## config.mk

```make
export PLATFORM = sky130hd
export DESIGN_NAME = ecc_dsa_top
export DESIGN_NICKNAME = d
export VERILOG_FILES = /design/src/hdl/ecc_dsa_pkg.sv /design/src/hdl/ecc_dsa_ctrl.sv /design/src/hdl/ecc_dsa_regbank.sv /design/src/hdl/ecc_dsa_sequencer.sv /design/src/hdl/ecc_dsa_top.sv /design/src/hdl/ecc_scalar_mult.sv
export SDC_FILE = /design/constraint.sdc
export NUM_CORES = 1
export LEC_CHECK = 0
export BUFFER_PORTS_ARGS = -buffer_cell sky130_fd_sc_hd__buf_2
export CORE_ASPECT_RATIO = 0.9
export CORE_UTILIZATION = 55
export CTS_BUF_LIST = sky130_fd_sc_hd__clkbuf_8
export DETAILED_ROUTE_END_ITERATION = 12
export PLACE_DENSITY = 0.8
export REMOVE_ABC_BUFFERS = 1
export SLEW_MARGIN = 20
export SYNTH_ARGS = -nofsm -noshare
export SYNTH_HDL_FRONTEND = slang
export SYNTH_SLANG_ARGS = --single-unit
```

## constraint.sdc

```tcl
create_clock -name clka -period 9.35 [get_ports clka]
set_clock_uncertainty 0.2 [all_clocks]
set_input_delay 1.87 -clock clka [delete_from_list [all_inputs] [get_ports clka]]
set_output_delay 1.87 -clock clka [all_outputs]
set_load 0.01 [all_outputs]
```

## src/hdl/ecc_dsa_pkg.sv

```systemverilog
package ecc_dsa_pkg;

  localparam int op_w   = 16;
  localparam int opc_w  = 3;
  localparam int id_w   = 4;
  localparam int opr_w  = 5;
  localparam int uop_w  = opc_w + id_w + opr_w;  // opcode, id, operand select.
  localparam int addr_w = 6;

  // moduli for key generation and signing.
  localparam logic [op_w-1:0] mod_p = 16'd65521;
  localparam logic [op_w-1:0] mod_q = 16'd65519;

  localparam logic [op_w-1:0] const_gx = 16'd4660;
  localparam logic [op_w-1:0] const_gy = 16'd22136;

  // rom section start addresses.
  localparam logic [addr_w-1:0] dsa_re_start   = 6'd0;
  localparam logic [addr_w-1:0] dsa_init_s     = 6'd1;
  localparam logic [addr_w-1:0] dsa_kg_init_s  = 6'd8;
  localparam logic [addr_w-1:0] dsa_kg_res_s   = 6'd16;
  localparam logic [addr_w-1:0] dsa_sgn_init_s = 6'd20;
  localparam logic [addr_w-1:0] dsa_sgn_res_s  = 6'd32;

  // register bank ids.
  localparam logic [id_w-1:0] zero_id    = 4'd0;
  localparam logic [id_w-1:0] one_id     = 4'd1;
  localparam logic [id_w-1:0] gx_id      = 4'd2;
  localparam logic [id_w-1:0] gy_id      = 4'd3;
  localparam logic [id_w-1:0] msg_id     = 4'd4;   // host loaded.
  localparam logic [id_w-1:0] privkey_id = 4'd5;   // host loaded.
  localparam logic [id_w-1:0] nonce_id   = 4'd6;   // host loaded.
  localparam logic [id_w-1:0] scalar_id  = 4'd7;
  localparam logic [id_w-1:0] base_id    = 4'd8;
  localparam logic [id_w-1:0] acc_id     = 4'd9;
  localparam logic [id_w-1:0] pubx_id    = 4'd10;
  localparam logic [id_w-1:0] puby_id    = 4'd11;
  localparam logic [id_w-1:0] r_id       = 4'd12;
  localparam logic [id_w-1:0] s_id       = 4'd13;
  localparam logic [id_w-1:0] nop_id     = 4'd15;

  typedef enum logic [opc_w-1:0] {
    uop_nop     = 3'd0,
    uop_wr_core = 3'd1,  // load from operand source.
    uop_copy    = 3'd2,  // register to register.
    uop_run_p   = 3'd3,
    uop_run_q   = 3'd4,
    uop_rd_core = 3'd5,  // latch into output slot.
    uop_end     = 3'd6
  } uop_e;

  // opr_src carries the source register id in its low bits
  typedef enum logic [opr_w-1:0] {
    opr_zero     = 5'd0,
    opr_one      = 5'd1,
    opr_gx       = 5'd2,
    opr_gy       = 5'd3,
    opr_src      = 5'd16,
    opr_out_a    = 5'd4,
    opr_out_b    = 5'd5,
    opr_dontcare = 5'd6
  } opr_e;

  typedef enum logic {
    cmd_keygen = 1'b0,
    cmd_sign   = 1'b1
  } cmd_e;

endpackage

```

## src/hdl/ecc_dsa_ctrl.sv

```systemverilog
`timescale 1ns/1ps

module ecc_dsa_ctrl (
  input  logic                             clka,
  input  logic                             rst_n,
  input  logic                             cmd_valid,
  input  ecc_dsa_pkg::cmd_e                cmd_op,
  output logic                             busy,
  output logic                             done,
  output logic                             rom_en,
  output logic [ecc_dsa_pkg::addr_w-1:0]   rom_addr,
  input  logic [ecc_dsa_pkg::uop_w-1:0]    rom_data,
  input  logic                             core_done,
  output logic                             uop_we,
  output logic [ecc_dsa_pkg::id_w-1:0]     uop_dst_id,
  output ecc_dsa_pkg::opr_e                uop_src_sel,
  output logic [ecc_dsa_pkg::id_w-1:0]     uop_src_id,
  output logic                             core_we,
  output logic [ecc_dsa_pkg::id_w-1:0]     core_dst_id,
  output logic                             out_we_a,
  output logic                             out_we_b,
  output logic                             core_start,
  output logic                             core_mod_sel
);

  typedef enum logic [2:0] {
    idle,
    fetch,
    exec,
    wait_core,
    finish
  } state_e;

  state_e                            state;
  logic [ecc_dsa_pkg::addr_w-1:0]    pc;
  logic [ecc_dsa_pkg::addr_w-1:0]    next_pc;
  logic [1:0]                        sect;    // 0 init, 1 command init, 2 command result.
  ecc_dsa_pkg::cmd_e                 cmd_r;
  ecc_dsa_pkg::uop_e                 opc;
  logic [ecc_dsa_pkg::opr_w-1:0]     opr;
  logic                              is_exec;

  // micro-op fields
  assign opc        = ecc_dsa_pkg::uop_e'(rom_data[ecc_dsa_pkg::uop_w-1 -: ecc_dsa_pkg::opc_w]);
  assign uop_dst_id = rom_data[ecc_dsa_pkg::opr_w +: ecc_dsa_pkg::id_w];
  assign opr        = rom_data[ecc_dsa_pkg::opr_w-1:0];

  assign is_exec  = (state == exec);
  assign rom_en   = (state == fetch);
  assign rom_addr = pc;

  // strobes to bank and core, one cycle each.
  assign uop_we      = is_exec && (opc == ecc_dsa_pkg::uop_wr_core || opc == ecc_dsa_pkg::uop_copy);
  assign uop_src_sel = opr[ecc_dsa_pkg::opr_w-1] ? ecc_dsa_pkg::opr_src : ecc_dsa_pkg::opr_e'(opr);
  assign uop_src_id  = opr[ecc_dsa_pkg::id_w-1:0];
  assign out_we_a    = is_exec && opc == ecc_dsa_pkg::uop_rd_core && opr == ecc_dsa_pkg::opr_out_a;
  assign out_we_b    = is_exec && opc == ecc_dsa_pkg::uop_rd_core && opr == ecc_dsa_pkg::opr_out_b;
  assign core_start  = is_exec && (opc == ecc_dsa_pkg::uop_run_p || opc == ecc_dsa_pkg::uop_run_q);
  assign core_mod_sel = (opc == ecc_dsa_pkg::uop_run_q);
  assign core_we     = (state == wait_core) && core_done;  // result valid with done.

  // section to jump to at uop_end.
  always_comb begin
    if (sect == 2'd0) begin
      next_pc = (cmd_r == ecc_dsa_pkg::cmd_keygen) ? ecc_dsa_pkg::dsa_kg_init_s
                                                   : ecc_dsa_pkg::dsa_sgn_init_s;
    end else begin
      next_pc = (cmd_r == ecc_dsa_pkg::cmd_keygen) ? ecc_dsa_pkg::dsa_kg_res_s
                                                   : ecc_dsa_pkg::dsa_sgn_res_s;
    end
  end

  always_ff @(posedge clka or negedge rst_n) begin
    if (!rst_n) begin
      state       <= idle;
      pc          <= ecc_dsa_pkg::dsa_re_start;
      sect        <= 2'd0;
      cmd_r       <= ecc_dsa_pkg::cmd_keygen;
      core_dst_id <= '0;
      busy        <= 1'b0;
      done        <= 1'b0;
    end else begin
      done <= 1'b0;
      case (state)
        idle: begin
          if (cmd_valid) begin
            cmd_r <= cmd_op;
            pc    <= ecc_dsa_pkg::dsa_init_s;
            sect  <= 2'd0;
            busy  <= 1'b1;
            state <= fetch;
          end
        end
        fetch: state <= exec;  // rom word arrives next cycle.
        exec: begin
          pc    <= pc + 1'b1;
          state <= fetch;
          case (opc)
            ecc_dsa_pkg::uop_run_p, ecc_dsa_pkg::uop_run_q: begin
              core_dst_id <= uop_dst_id;
              state       <= wait_core;
            end
            ecc_dsa_pkg::uop_end: begin
              pc    <= next_pc;
              sect  <= sect + 1'b1;
              state <= (sect == 2'd2) ? finish : fetch;
            end
            default: ;
          endcase
        end
        wait_core: begin
          if (core_done) state <= fetch;
        end
        finish: begin
          busy  <= 1'b0;  // falls together with done.
          done  <= 1'b1;
          state <= idle;
        end
        default: state <= idle;
      endcase
    end
  end

endmodule

```

## src/hdl/ecc_dsa_regbank.sv

```systemverilog
`timescale 1ns/1ps

module ecc_dsa_regbank (
  input  logic                             clka,
  input  logic                             rst_n,
  input  logic                             busy,
  input  logic                             wr_en,
  input  logic [ecc_dsa_pkg::id_w-1:0]     wr_id,
  input  logic [ecc_dsa_pkg::op_w-1:0]     wr_data,
  input  logic                             uop_we,
  input  logic [ecc_dsa_pkg::id_w-1:0]     uop_dst_id,
  input  ecc_dsa_pkg::opr_e                uop_src_sel,
  input  logic [ecc_dsa_pkg::id_w-1:0]     uop_src_id,
  input  logic                             core_we,
  input  logic [ecc_dsa_pkg::id_w-1:0]     core_dst_id,
  input  logic [ecc_dsa_pkg::op_w-1:0]     core_result,
  input  logic                             out_we_a,
  input  logic                             out_we_b,
  output logic [ecc_dsa_pkg::op_w-1:0]     scalar,
  output logic [ecc_dsa_pkg::op_w-1:0]     base,
  output logic [ecc_dsa_pkg::op_w-1:0]     acc,
  output logic [ecc_dsa_pkg::op_w-1:0]     res_a,
  output logic [ecc_dsa_pkg::op_w-1:0]     res_b
);

  logic [ecc_dsa_pkg::op_w-1:0] regs [16];
  logic [ecc_dsa_pkg::op_w-1:0] src_val;

  always_comb begin
    case (uop_src_sel)
      ecc_dsa_pkg::opr_zero: src_val = '0;
      ecc_dsa_pkg::opr_one:  src_val = ecc_dsa_pkg::op_w'(1);
      ecc_dsa_pkg::opr_gx:   src_val = ecc_dsa_pkg::const_gx;
      ecc_dsa_pkg::opr_gy:   src_val = ecc_dsa_pkg::const_gy;
      ecc_dsa_pkg::opr_src:  src_val = regs[uop_src_id];  // register copy.
      default:               src_val = '0;
    endcase
  end

  always_ff @(posedge clka) begin
    if (uop_we) begin
      regs[uop_dst_id] <= src_val;
    end else if (core_we) begin
      regs[core_dst_id] <= core_result;
    end else if (wr_en && !busy) begin
      regs[wr_id] <= wr_data;  // host only while idle.
    end
  end

  always_ff @(posedge clka or negedge rst_n) begin
    if (!rst_n) begin
      res_a <= '0;
      res_b <= '0;
    end else begin
      if (out_we_a) res_a <= regs[uop_dst_id];
      if (out_we_b) res_b <= regs[uop_dst_id];
    end
  end

  assign scalar = regs[ecc_dsa_pkg::scalar_id];
  assign base   = regs[ecc_dsa_pkg::base_id];
  assign acc    = regs[ecc_dsa_pkg::acc_id];

endmodule

```

## src/hdl/ecc_dsa_sequencer.sv

```systemverilog
`timescale 1ns/1ps

module ecc_dsa_sequencer (
  input  logic                             clka,
  input  logic                             ena,
  input  logic [ecc_dsa_pkg::addr_w-1:0]   addra,
  output logic [ecc_dsa_pkg::uop_w-1:0]    douta
);

  function automatic logic [ecc_dsa_pkg::uop_w-1:0] wr(
      input logic [ecc_dsa_pkg::id_w-1:0] id,
      input ecc_dsa_pkg::opr_e opr);
    return {ecc_dsa_pkg::uop_wr_core, id, opr};
  endfunction

  function automatic logic [ecc_dsa_pkg::uop_w-1:0] cp(
      input logic [ecc_dsa_pkg::id_w-1:0] dst,
      input logic [ecc_dsa_pkg::id_w-1:0] src);
    return {ecc_dsa_pkg::uop_copy, dst, ecc_dsa_pkg::opr_src | ecc_dsa_pkg::opr_w'(src)};
  endfunction

  function automatic logic [ecc_dsa_pkg::uop_w-1:0] run(
      input ecc_dsa_pkg::uop_e op,
      input logic [ecc_dsa_pkg::id_w-1:0] dst);
    return {op, dst, ecc_dsa_pkg::opr_dontcare};
  endfunction

  function automatic logic [ecc_dsa_pkg::uop_w-1:0] rd(
      input logic [ecc_dsa_pkg::id_w-1:0] id,
      input ecc_dsa_pkg::opr_e slot);
    return {ecc_dsa_pkg::uop_rd_core, id, slot};
  endfunction

  function automatic logic [ecc_dsa_pkg::uop_w-1:0] ctl(input ecc_dsa_pkg::uop_e op);
    return {op, ecc_dsa_pkg::nop_id, ecc_dsa_pkg::opr_dontcare};
  endfunction

  always_ff @(posedge clka) begin
    if (ena) begin
      case (addra)
        ecc_dsa_pkg::dsa_re_start:       douta <= ctl(ecc_dsa_pkg::uop_nop);
        // constant registers
        ecc_dsa_pkg::dsa_init_s:         douta <= wr(ecc_dsa_pkg::zero_id, ecc_dsa_pkg::opr_zero);
        ecc_dsa_pkg::dsa_init_s + 1:     douta <= wr(ecc_dsa_pkg::one_id, ecc_dsa_pkg::opr_one);
        ecc_dsa_pkg::dsa_init_s + 2:     douta <= wr(ecc_dsa_pkg::gx_id, ecc_dsa_pkg::opr_gx);
        ecc_dsa_pkg::dsa_init_s + 3:     douta <= wr(ecc_dsa_pkg::gy_id, ecc_dsa_pkg::opr_gy);
        ecc_dsa_pkg::dsa_init_s + 4:     douta <= ctl(ecc_dsa_pkg::uop_end);
        // pub = priv * g
        ecc_dsa_pkg::dsa_kg_init_s:      douta <= cp(ecc_dsa_pkg::scalar_id, ecc_dsa_pkg::privkey_id);
        ecc_dsa_pkg::dsa_kg_init_s + 1:  douta <= cp(ecc_dsa_pkg::base_id, ecc_dsa_pkg::gx_id);
        ecc_dsa_pkg::dsa_kg_init_s + 2:  douta <= cp(ecc_dsa_pkg::acc_id, ecc_dsa_pkg::zero_id);
        ecc_dsa_pkg::dsa_kg_init_s + 3:  douta <= run(ecc_dsa_pkg::uop_run_p, ecc_dsa_pkg::pubx_id);
        ecc_dsa_pkg::dsa_kg_init_s + 4:  douta <= cp(ecc_dsa_pkg::base_id, ecc_dsa_pkg::gy_id);
        ecc_dsa_pkg::dsa_kg_init_s + 5:  douta <= run(ecc_dsa_pkg::uop_run_p, ecc_dsa_pkg::puby_id);
        ecc_dsa_pkg::dsa_kg_init_s + 6:  douta <= ctl(ecc_dsa_pkg::uop_end);
        ecc_dsa_pkg::dsa_kg_res_s:       douta <= rd(ecc_dsa_pkg::pubx_id, ecc_dsa_pkg::opr_out_a);
        ecc_dsa_pkg::dsa_kg_res_s + 1:   douta <= rd(ecc_dsa_pkg::puby_id, ecc_dsa_pkg::opr_out_b);
        ecc_dsa_pkg::dsa_kg_res_s + 2:   douta <= ctl(ecc_dsa_pkg::uop_end);
        // r = nonce * gx, then s = msg + r * priv
        ecc_dsa_pkg::dsa_sgn_init_s:     douta <= cp(ecc_dsa_pkg::scalar_id, ecc_dsa_pkg::nonce_id);
        ecc_dsa_pkg::dsa_sgn_init_s + 1: douta <= cp(ecc_dsa_pkg::base_id, ecc_dsa_pkg::gx_id);
        ecc_dsa_pkg::dsa_sgn_init_s + 2: douta <= cp(ecc_dsa_pkg::acc_id, ecc_dsa_pkg::zero_id);
        ecc_dsa_pkg::dsa_sgn_init_s + 3: douta <= run(ecc_dsa_pkg::uop_run_q, ecc_dsa_pkg::r_id);
        ecc_dsa_pkg::dsa_sgn_init_s + 4: douta <= cp(ecc_dsa_pkg::scalar_id, ecc_dsa_pkg::r_id);
        ecc_dsa_pkg::dsa_sgn_init_s + 5: douta <= cp(ecc_dsa_pkg::base_id, ecc_dsa_pkg::privkey_id);
        ecc_dsa_pkg::dsa_sgn_init_s + 6: douta <= cp(ecc_dsa_pkg::acc_id, ecc_dsa_pkg::msg_id);
        ecc_dsa_pkg::dsa_sgn_init_s + 7: douta <= run(ecc_dsa_pkg::uop_run_q, ecc_dsa_pkg::s_id);
        ecc_dsa_pkg::dsa_sgn_init_s + 8: douta <= ctl(ecc_dsa_pkg::uop_end);
        ecc_dsa_pkg::dsa_sgn_res_s:      douta <= rd(ecc_dsa_pkg::r_id, ecc_dsa_pkg::opr_out_a);
        ecc_dsa_pkg::dsa_sgn_res_s + 1:  douta <= rd(ecc_dsa_pkg::s_id, ecc_dsa_pkg::opr_out_b);
        ecc_dsa_pkg::dsa_sgn_res_s + 2:  douta <= ctl(ecc_dsa_pkg::uop_end);
        default:                         douta <= ctl(ecc_dsa_pkg::uop_nop);
      endcase
    end
  end

endmodule

```

## src/hdl/ecc_dsa_top.sv

```systemverilog
`timescale 1ns/1ps

module ecc_dsa_top (
  input  logic                             clka,
  input  logic                             rst_n,
  input  logic                             cmd_valid,
  input  ecc_dsa_pkg::cmd_e                cmd_op,
  input  logic                             wr_en,
  input  logic [ecc_dsa_pkg::id_w-1:0]     wr_id,
  input  logic [ecc_dsa_pkg::op_w-1:0]     wr_data,
  output logic                             busy,
  output logic                             done,
  output logic [ecc_dsa_pkg::op_w-1:0]     res_a,
  output logic [ecc_dsa_pkg::op_w-1:0]     res_b
);

  logic                             rom_en;
  logic [ecc_dsa_pkg::addr_w-1:0]   rom_addr;
  logic [ecc_dsa_pkg::uop_w-1:0]    rom_data;
  logic                             uop_we;
  logic [ecc_dsa_pkg::id_w-1:0]     uop_dst_id;
  ecc_dsa_pkg::opr_e                uop_src_sel;
  logic [ecc_dsa_pkg::id_w-1:0]     uop_src_id;
  logic                             core_we;
  logic [ecc_dsa_pkg::id_w-1:0]     core_dst_id;
  logic                             out_we_a;
  logic                             out_we_b;
  logic                             core_start;
  logic                             core_mod_sel;
  logic                             core_done;
  logic [ecc_dsa_pkg::op_w-1:0]     core_result;
  logic [ecc_dsa_pkg::op_w-1:0]     scalar;
  logic [ecc_dsa_pkg::op_w-1:0]     base;
  logic [ecc_dsa_pkg::op_w-1:0]     acc;

  ecc_dsa_ctrl u_ctrl (
    .clka, .rst_n, .cmd_valid, .cmd_op, .busy, .done, .rom_en, .rom_addr, .rom_data,
    .core_done, .uop_we, .uop_dst_id, .uop_src_sel, .uop_src_id, .core_we, .core_dst_id,
    .out_we_a, .out_we_b, .core_start, .core_mod_sel
  );

  ecc_dsa_sequencer u_rom (
    .clka  (clka),
    .ena   (rom_en),
    .addra (rom_addr),
    .douta (rom_data)
  );

  ecc_dsa_regbank u_regbank (
    .clka, .rst_n, .busy, .wr_en, .wr_id, .wr_data, .uop_we, .uop_dst_id, .uop_src_sel,
    .uop_src_id, .core_we, .core_dst_id, .core_result, .out_we_a, .out_we_b,
    .scalar, .base, .acc, .res_a, .res_b
  );

  ecc_scalar_mult u_core (
    .clka    (clka),
    .rst_n   (rst_n),
    .start   (core_start),
    .mod_sel (core_mod_sel),
    .scalar  (scalar),
    .base    (base),
    .acc     (acc),
    .done    (core_done),
    .result  (core_result)
  );

endmodule

```

## src/hdl/ecc_scalar_mult.sv

```systemverilog
`timescale 1ns/1ps

module ecc_scalar_mult (
  input  logic                             clka,
  input  logic                             rst_n,
  input  logic                             start,
  input  logic                             mod_sel,
  input  logic [ecc_dsa_pkg::op_w-1:0]     scalar,
  input  logic [ecc_dsa_pkg::op_w-1:0]     base,
  input  logic [ecc_dsa_pkg::op_w-1:0]     acc,
  output logic                             done,
  output logic [ecc_dsa_pkg::op_w-1:0]     result
);

  logic [ecc_dsa_pkg::op_w-1:0] mod_in;
  logic [ecc_dsa_pkg::op_w-1:0] m_r;
  logic [ecc_dsa_pkg::op_w-1:0] k_r;     // scalar, shifted out msb first.
  logic [ecc_dsa_pkg::op_w-1:0] base_r;
  logic [ecc_dsa_pkg::op_w-1:0] acc_r;
  logic [ecc_dsa_pkg::op_w-1:0] sum;
  logic [ecc_dsa_pkg::op_w-1:0] dbl;
  logic [ecc_dsa_pkg::op_w-1:0] step;
  logic [4:0]                   cnt;
  logic                         run;

  // inputs below m, so one subtraction is enough
  function automatic logic [ecc_dsa_pkg::op_w-1:0] mod_add(
      input logic [ecc_dsa_pkg::op_w-1:0] a,
      input logic [ecc_dsa_pkg::op_w-1:0] b,
      input logic [ecc_dsa_pkg::op_w-1:0] m);
    logic [ecc_dsa_pkg::op_w:0] t;
    t = {1'b0, a} + {1'b0, b};
    if (t >= {1'b0, m}) t = t - {1'b0, m};
    return t[ecc_dsa_pkg::op_w-1:0];
  endfunction

  assign mod_in = mod_sel ? ecc_dsa_pkg::mod_q : ecc_dsa_pkg::mod_p;
  assign dbl    = mod_add(sum, sum, m_r);
  assign step   = k_r[ecc_dsa_pkg::op_w-1] ? mod_add(dbl, base_r, m_r) : dbl;

  always_ff @(posedge clka or negedge rst_n) begin
    if (!rst_n) begin
      run  <= 1'b0;
      cnt  <= '0;
      done <= 1'b0;
    end else begin
      done <= 1'b0;
      if (start) begin
        run <= 1'b1;
        cnt <= 5'(ecc_dsa_pkg::op_w);
      end else if (run) begin
        cnt <= cnt - 1'b1;
        if (cnt == 5'd1) begin
          run  <= 1'b0;
          done <= 1'b1;  // 17 cycles after start.
        end
      end
    end
  end

  always_ff @(posedge clka) begin
    if (start) begin
      m_r    <= mod_in;
      k_r    <= scalar;
      base_r <= mod_add(base, '0, mod_in);  // operands may exceed m.
      acc_r  <= mod_add(acc, '0, mod_in);
      sum    <= '0;
    end else if (run) begin
      sum <= step;
      k_r <= k_r << 1;
      if (cnt == 5'd1) result <= mod_add(step, acc_r, m_r);
    end
  end

endmodule

```

==> metrics.md <==
| Metric | Value |
|---|---|
| PwrDens | `around 140 nW/um^2` |
| DRT iter0 DRCs | `1957` |
| CTS HTree Levels | `2` |
| Number of flops mapped to enable cells by yosys | `~330` |
| Longest Clk Path Bufs | `3` |
| Reg2Reg Depth | `31` |
| Synth warnings | `0` |
| Global-route wire length before repair | `between 90000 and 100000 um` |
| Clock Tree Root | `clkbuf_8` |
| CTS clk-pin slew, worst paths | `~60 ps` |
| Largest net degree at the start of global routing | `74` |
| Slowest stage delay, CP | `roughly 500 ps` |
| Worst Path Max Fanout | `12` |
| PostCTS Resize Cnt | `0` |
| Distinct cells, synth | `between 80 and 90` |
| RR Endpoint | `u_core.result[8]$_DFFE_PP_` |
| Cts bufs inserted | `60` |
| Syn avg cell area | `13.4 sq um` |
| CP Data Arrival Time | `~9000 ps` |
| Sink Count | `about 410` |
| Area post-placement | `about 23000 sq um` |
| I/O pin total | `between 50 and 60` |
| Die width | `215 um` |
| Worst Setup Start Kind | `flip-flop` |
| Final setup fails | `0` |
| Post-synthesis register bit count | `407` |
| Status | `complete, no violations` |
| Crit path max-delay family | `compound AO/OA/AOI/OAI gates` |
| Total core area | `about 40000 sq um` |
| Max-Cap Viols | `0` |
| Slew @ Worst Pin | `roughly 1200 ps` |
| Initial antenna violation count | `2` |
| Synthesis-to-finish area growth | `9.88%` |
| Worst Path Class, Setup | `flip-flop to flip-flop` |
| Register area share after synthesis | `52.2%` |
| Min Tclk post-route | `roughly 8700 ps` |
| Clk_lat worst skew | `roughly 670 ps` |
| Max_slew headroom | `22.7%` |
| Routed vias | `about 16k` |
| Share of flip-flops with an asynchronous set or reset | `14.0%` |
| Most used DFF post-synth | `edfxtp_1` |
| Starting density of the core | `between 50% and 60%` |
| Fin nets | `around 1.9k` |
| Worst R2R Start | `u_core.m_r[3]$_DFFE_PP_` |
| Req. time, crit path | `approximately 9600 ps` |
| R2R Setup Slk | `600 ps` |
| TritonCTS clock tree | `yes` |
| Worst setup EP type | `flip-flop` |
| Slew Limit Fails | `0` |
| Routed len/inst | `roughly 26 um` |
| Static leakage | `roughly 9.5 nW` |
| Tot Pwr | `around 3.4 mW` |
| Hold_buf cts | `0` |
| Hold Path End | `u_ctrl.core_dst_id[3]$_DFFE_PN0P_` |
| WL final | `about 60000 um` |
| Final HPWL DP | `40000 um` |
| GRT Util Overall | `29.0%` |
| Layout cells sized above 1 | `24.1%` |
| Fin. Hold Viols | `0` |
| Beginning of the worst hold path | `u_ctrl.core_dst_id[3]$_DFFE_PN0P_` |
| RePlAce Congestion | `0.936` |
| Setup TNS | `0 ps` |
| Post-CTS setup buffers | `0` |
| Final Cycle Share | `93.6%` |
| Vias in the first global route | `about 16k` |
| Worst vdd ir | `0.127 mV` |
| Die ar. | `roughly 42000 sq um` |
| Syn Inst Count | `1684` |
| Gr ovfl total | `0` |
| Achievable Freq | `around 0.11 GHz` |
| Design area | `24800 sq um` |
| CP Buf/Inv Count | `3` |
| Vias/cell | `between 6 and 7` |
| Most frequent cells in the layout | `edfxtp_1 (334), mux4_2 (161), nand2_1 (152)` |
| DR DRC count | `0` |
| DRT Pass-1 Iters | `6` |
| Most common cell after layout, fill and taps aside | `edfxtp_1` |
| Antenna cells | `0` |
| Hold Path Depth | `2` |
| Hold crit path type | `flip-flop to flip-flop` |
| Die height | `194 um` |
| Mapped cell area | `22500 sq um` |
| Port Buf Inserts | `a little under 60` |
| FP Rows | `69` |
| Crit-path slowest cell | `ha_1` |
| Antenna-violating nets left | `0` |
[cells in the mapped netlist, types with 8 or more instances]
library cell | number | area, sq um
and3_1 | 15 | 93.8
ha_1 | 78 | 976
nor2_1 | 111 | 417
nor4_1 | 8 | 50.1
nand2b_1 | 12 | 75.1
a21o_1 | 30 | 225
xnor2_1 | 36 | 315
o21a_1 | 11 | 82.6
edfxtp_1 | 334 | 10000
a21oi_1 | 94 | 470
mux2_2 | 41 | 462
a22oi_1 | 9 | 67.6
dfxtp_1 | 16 | 320
nand4_1 | 16 | 100
inv_1 | 49 | 184
mux2i_1 | 13 | 130
a211oi_1 | 10 | 75.1
and2_1 | 18 | 113
xor2_1 | 27 | 236
and4_1 | 8 | 70.1
nor2b_1 | 24 | 150
o21ai_0 | 72 | 360
nor3_1 | 34 | 170
nand3_1 | 24 | 120
dfrtp_1 | 57 | 1430
buf_2 | 11 | 55.1
clkbuf_1 | 53 | 199
buf_1 | 16 | 60.1
nand2_1 | 152 | 571
mux4_2 | 161 | 3630
[worst max-delay path by stage]
stage                                       start                          to  slack [ps]  depth (start not counted)
after global placement    u_core.m_r[3]$_DFFE_PP_  u_core.result[1]$_DFFE_PP_         940                         31
after CTS                 u_core.m_r[3]$_DFFE_PP_  u_core.result[8]$_DFFE_PP_         580                         31
final                     u_core.m_r[3]$_DFFE_PP_  u_core.result[8]$_DFFE_PP_         600                         31
after floorplan           u_core.m_r[3]$_DFFE_PP_  u_core.result[1]$_DFFE_PP_        1270                         31
after global routing      u_core.m_r[3]$_DFFE_PP_  u_core.result[8]$_DFFE_PP_         -20                         31
after detailed placement  u_core.m_r[3]$_DFFE_PP_  u_core.result[1]$_DFFE_PP_         730                         31
[routing by layer]
metal  global-route usage (%)  routed length (um)
met4                     11.3                2170
met3                     6.20                6600
met5                        0                  54
met1                     38.3               22400
met2                     47.0               29000
[worst reg2reg max path, delay by kind of cell, from the launching register on]
| family | cells | cell delay, ps |
|---|---|---|
| compound gates | 12 | 2730 |
| xor+xnor | 2 | 410 |
| fa+ha+maj | 4 | 1460 |
| buf+inv | 3 | 640 |
| flops | 1 | 370 |
| mux | 1 | 340 |
| simple gates | 9 | 2380 |
[area by class of cell]
class                           instances  area [sq um]
Tap cell                              532           666
Clock buffer                           72           991
Multi-Input combinational cell       1144         10300
Clock inverter                         42           214
Sequential cell                       407         11800
Fill cell                            2848         15200
Timing Repair Buffer                   98           598
Inverter                               50           188
[metrics by stage]
stage | setup slack (ps) | utilization, % | std cells | hold WS, ps
final | 602 | 62.0 | 2345 | 287
after global routing | -20.5 | 62.0 | 2345 | 316
after CTS | 585 | 61.8 | 2344 | 283
after detailed placement | 726 | 58.8 | 2230 | 268
after global placement | 940 | 58.8 | 2230 | 260
after floorplan | 1270 | - | 1601 | 247
[sequential cells by signal, indices dropped and copies added (netlist names), 2 cells and up]
| register | cells |
|---|---|
| u_ctrl.state | 3 |
| u_ctrl.rom_addr | 6 |
| u_core.sum | 16 |
| u_core.k_r | 16 |
| u_regbank.res_a | 16 |
| u_core.acc_r | 16 |
| u_ctrl.sect | 2 |
| u_rom.douta | 12 |
| u_core.result | 16 |
| u_core.m_r | 2 |
| u_ctrl.core_dst_id | 4 |
| u_regbank.res_b | 16 |
| u_core.base_r | 16 |
| u_regbank.regs | 256 |
| u_core.cnt | 5 |
[kinds of logic after synthesis]
kind of cell	count (synthesis)	synth area share, %
AOI/OAI and AO/OA	322	9.34
xor gates and xnor gates	63	2.45
adders and majority gates	85	4.95
buffers and inverters	133	2.34
DFF	407	52.2
muxes	217	18.8
and+or+nand+nor	457	9.84
[power breakdown]
part | total, mW | leakage [nW] | internal (mW) | switching (mW)
Sequential | 1.94 | 4.08 | 1.94 | 0
Combinational | 0.0123 | 4.75 | 0.00384 | 0.00843
Clock | 1.44 | 0.707 | 0.729 | 0.708
Power figures use the tool's default switching activity.
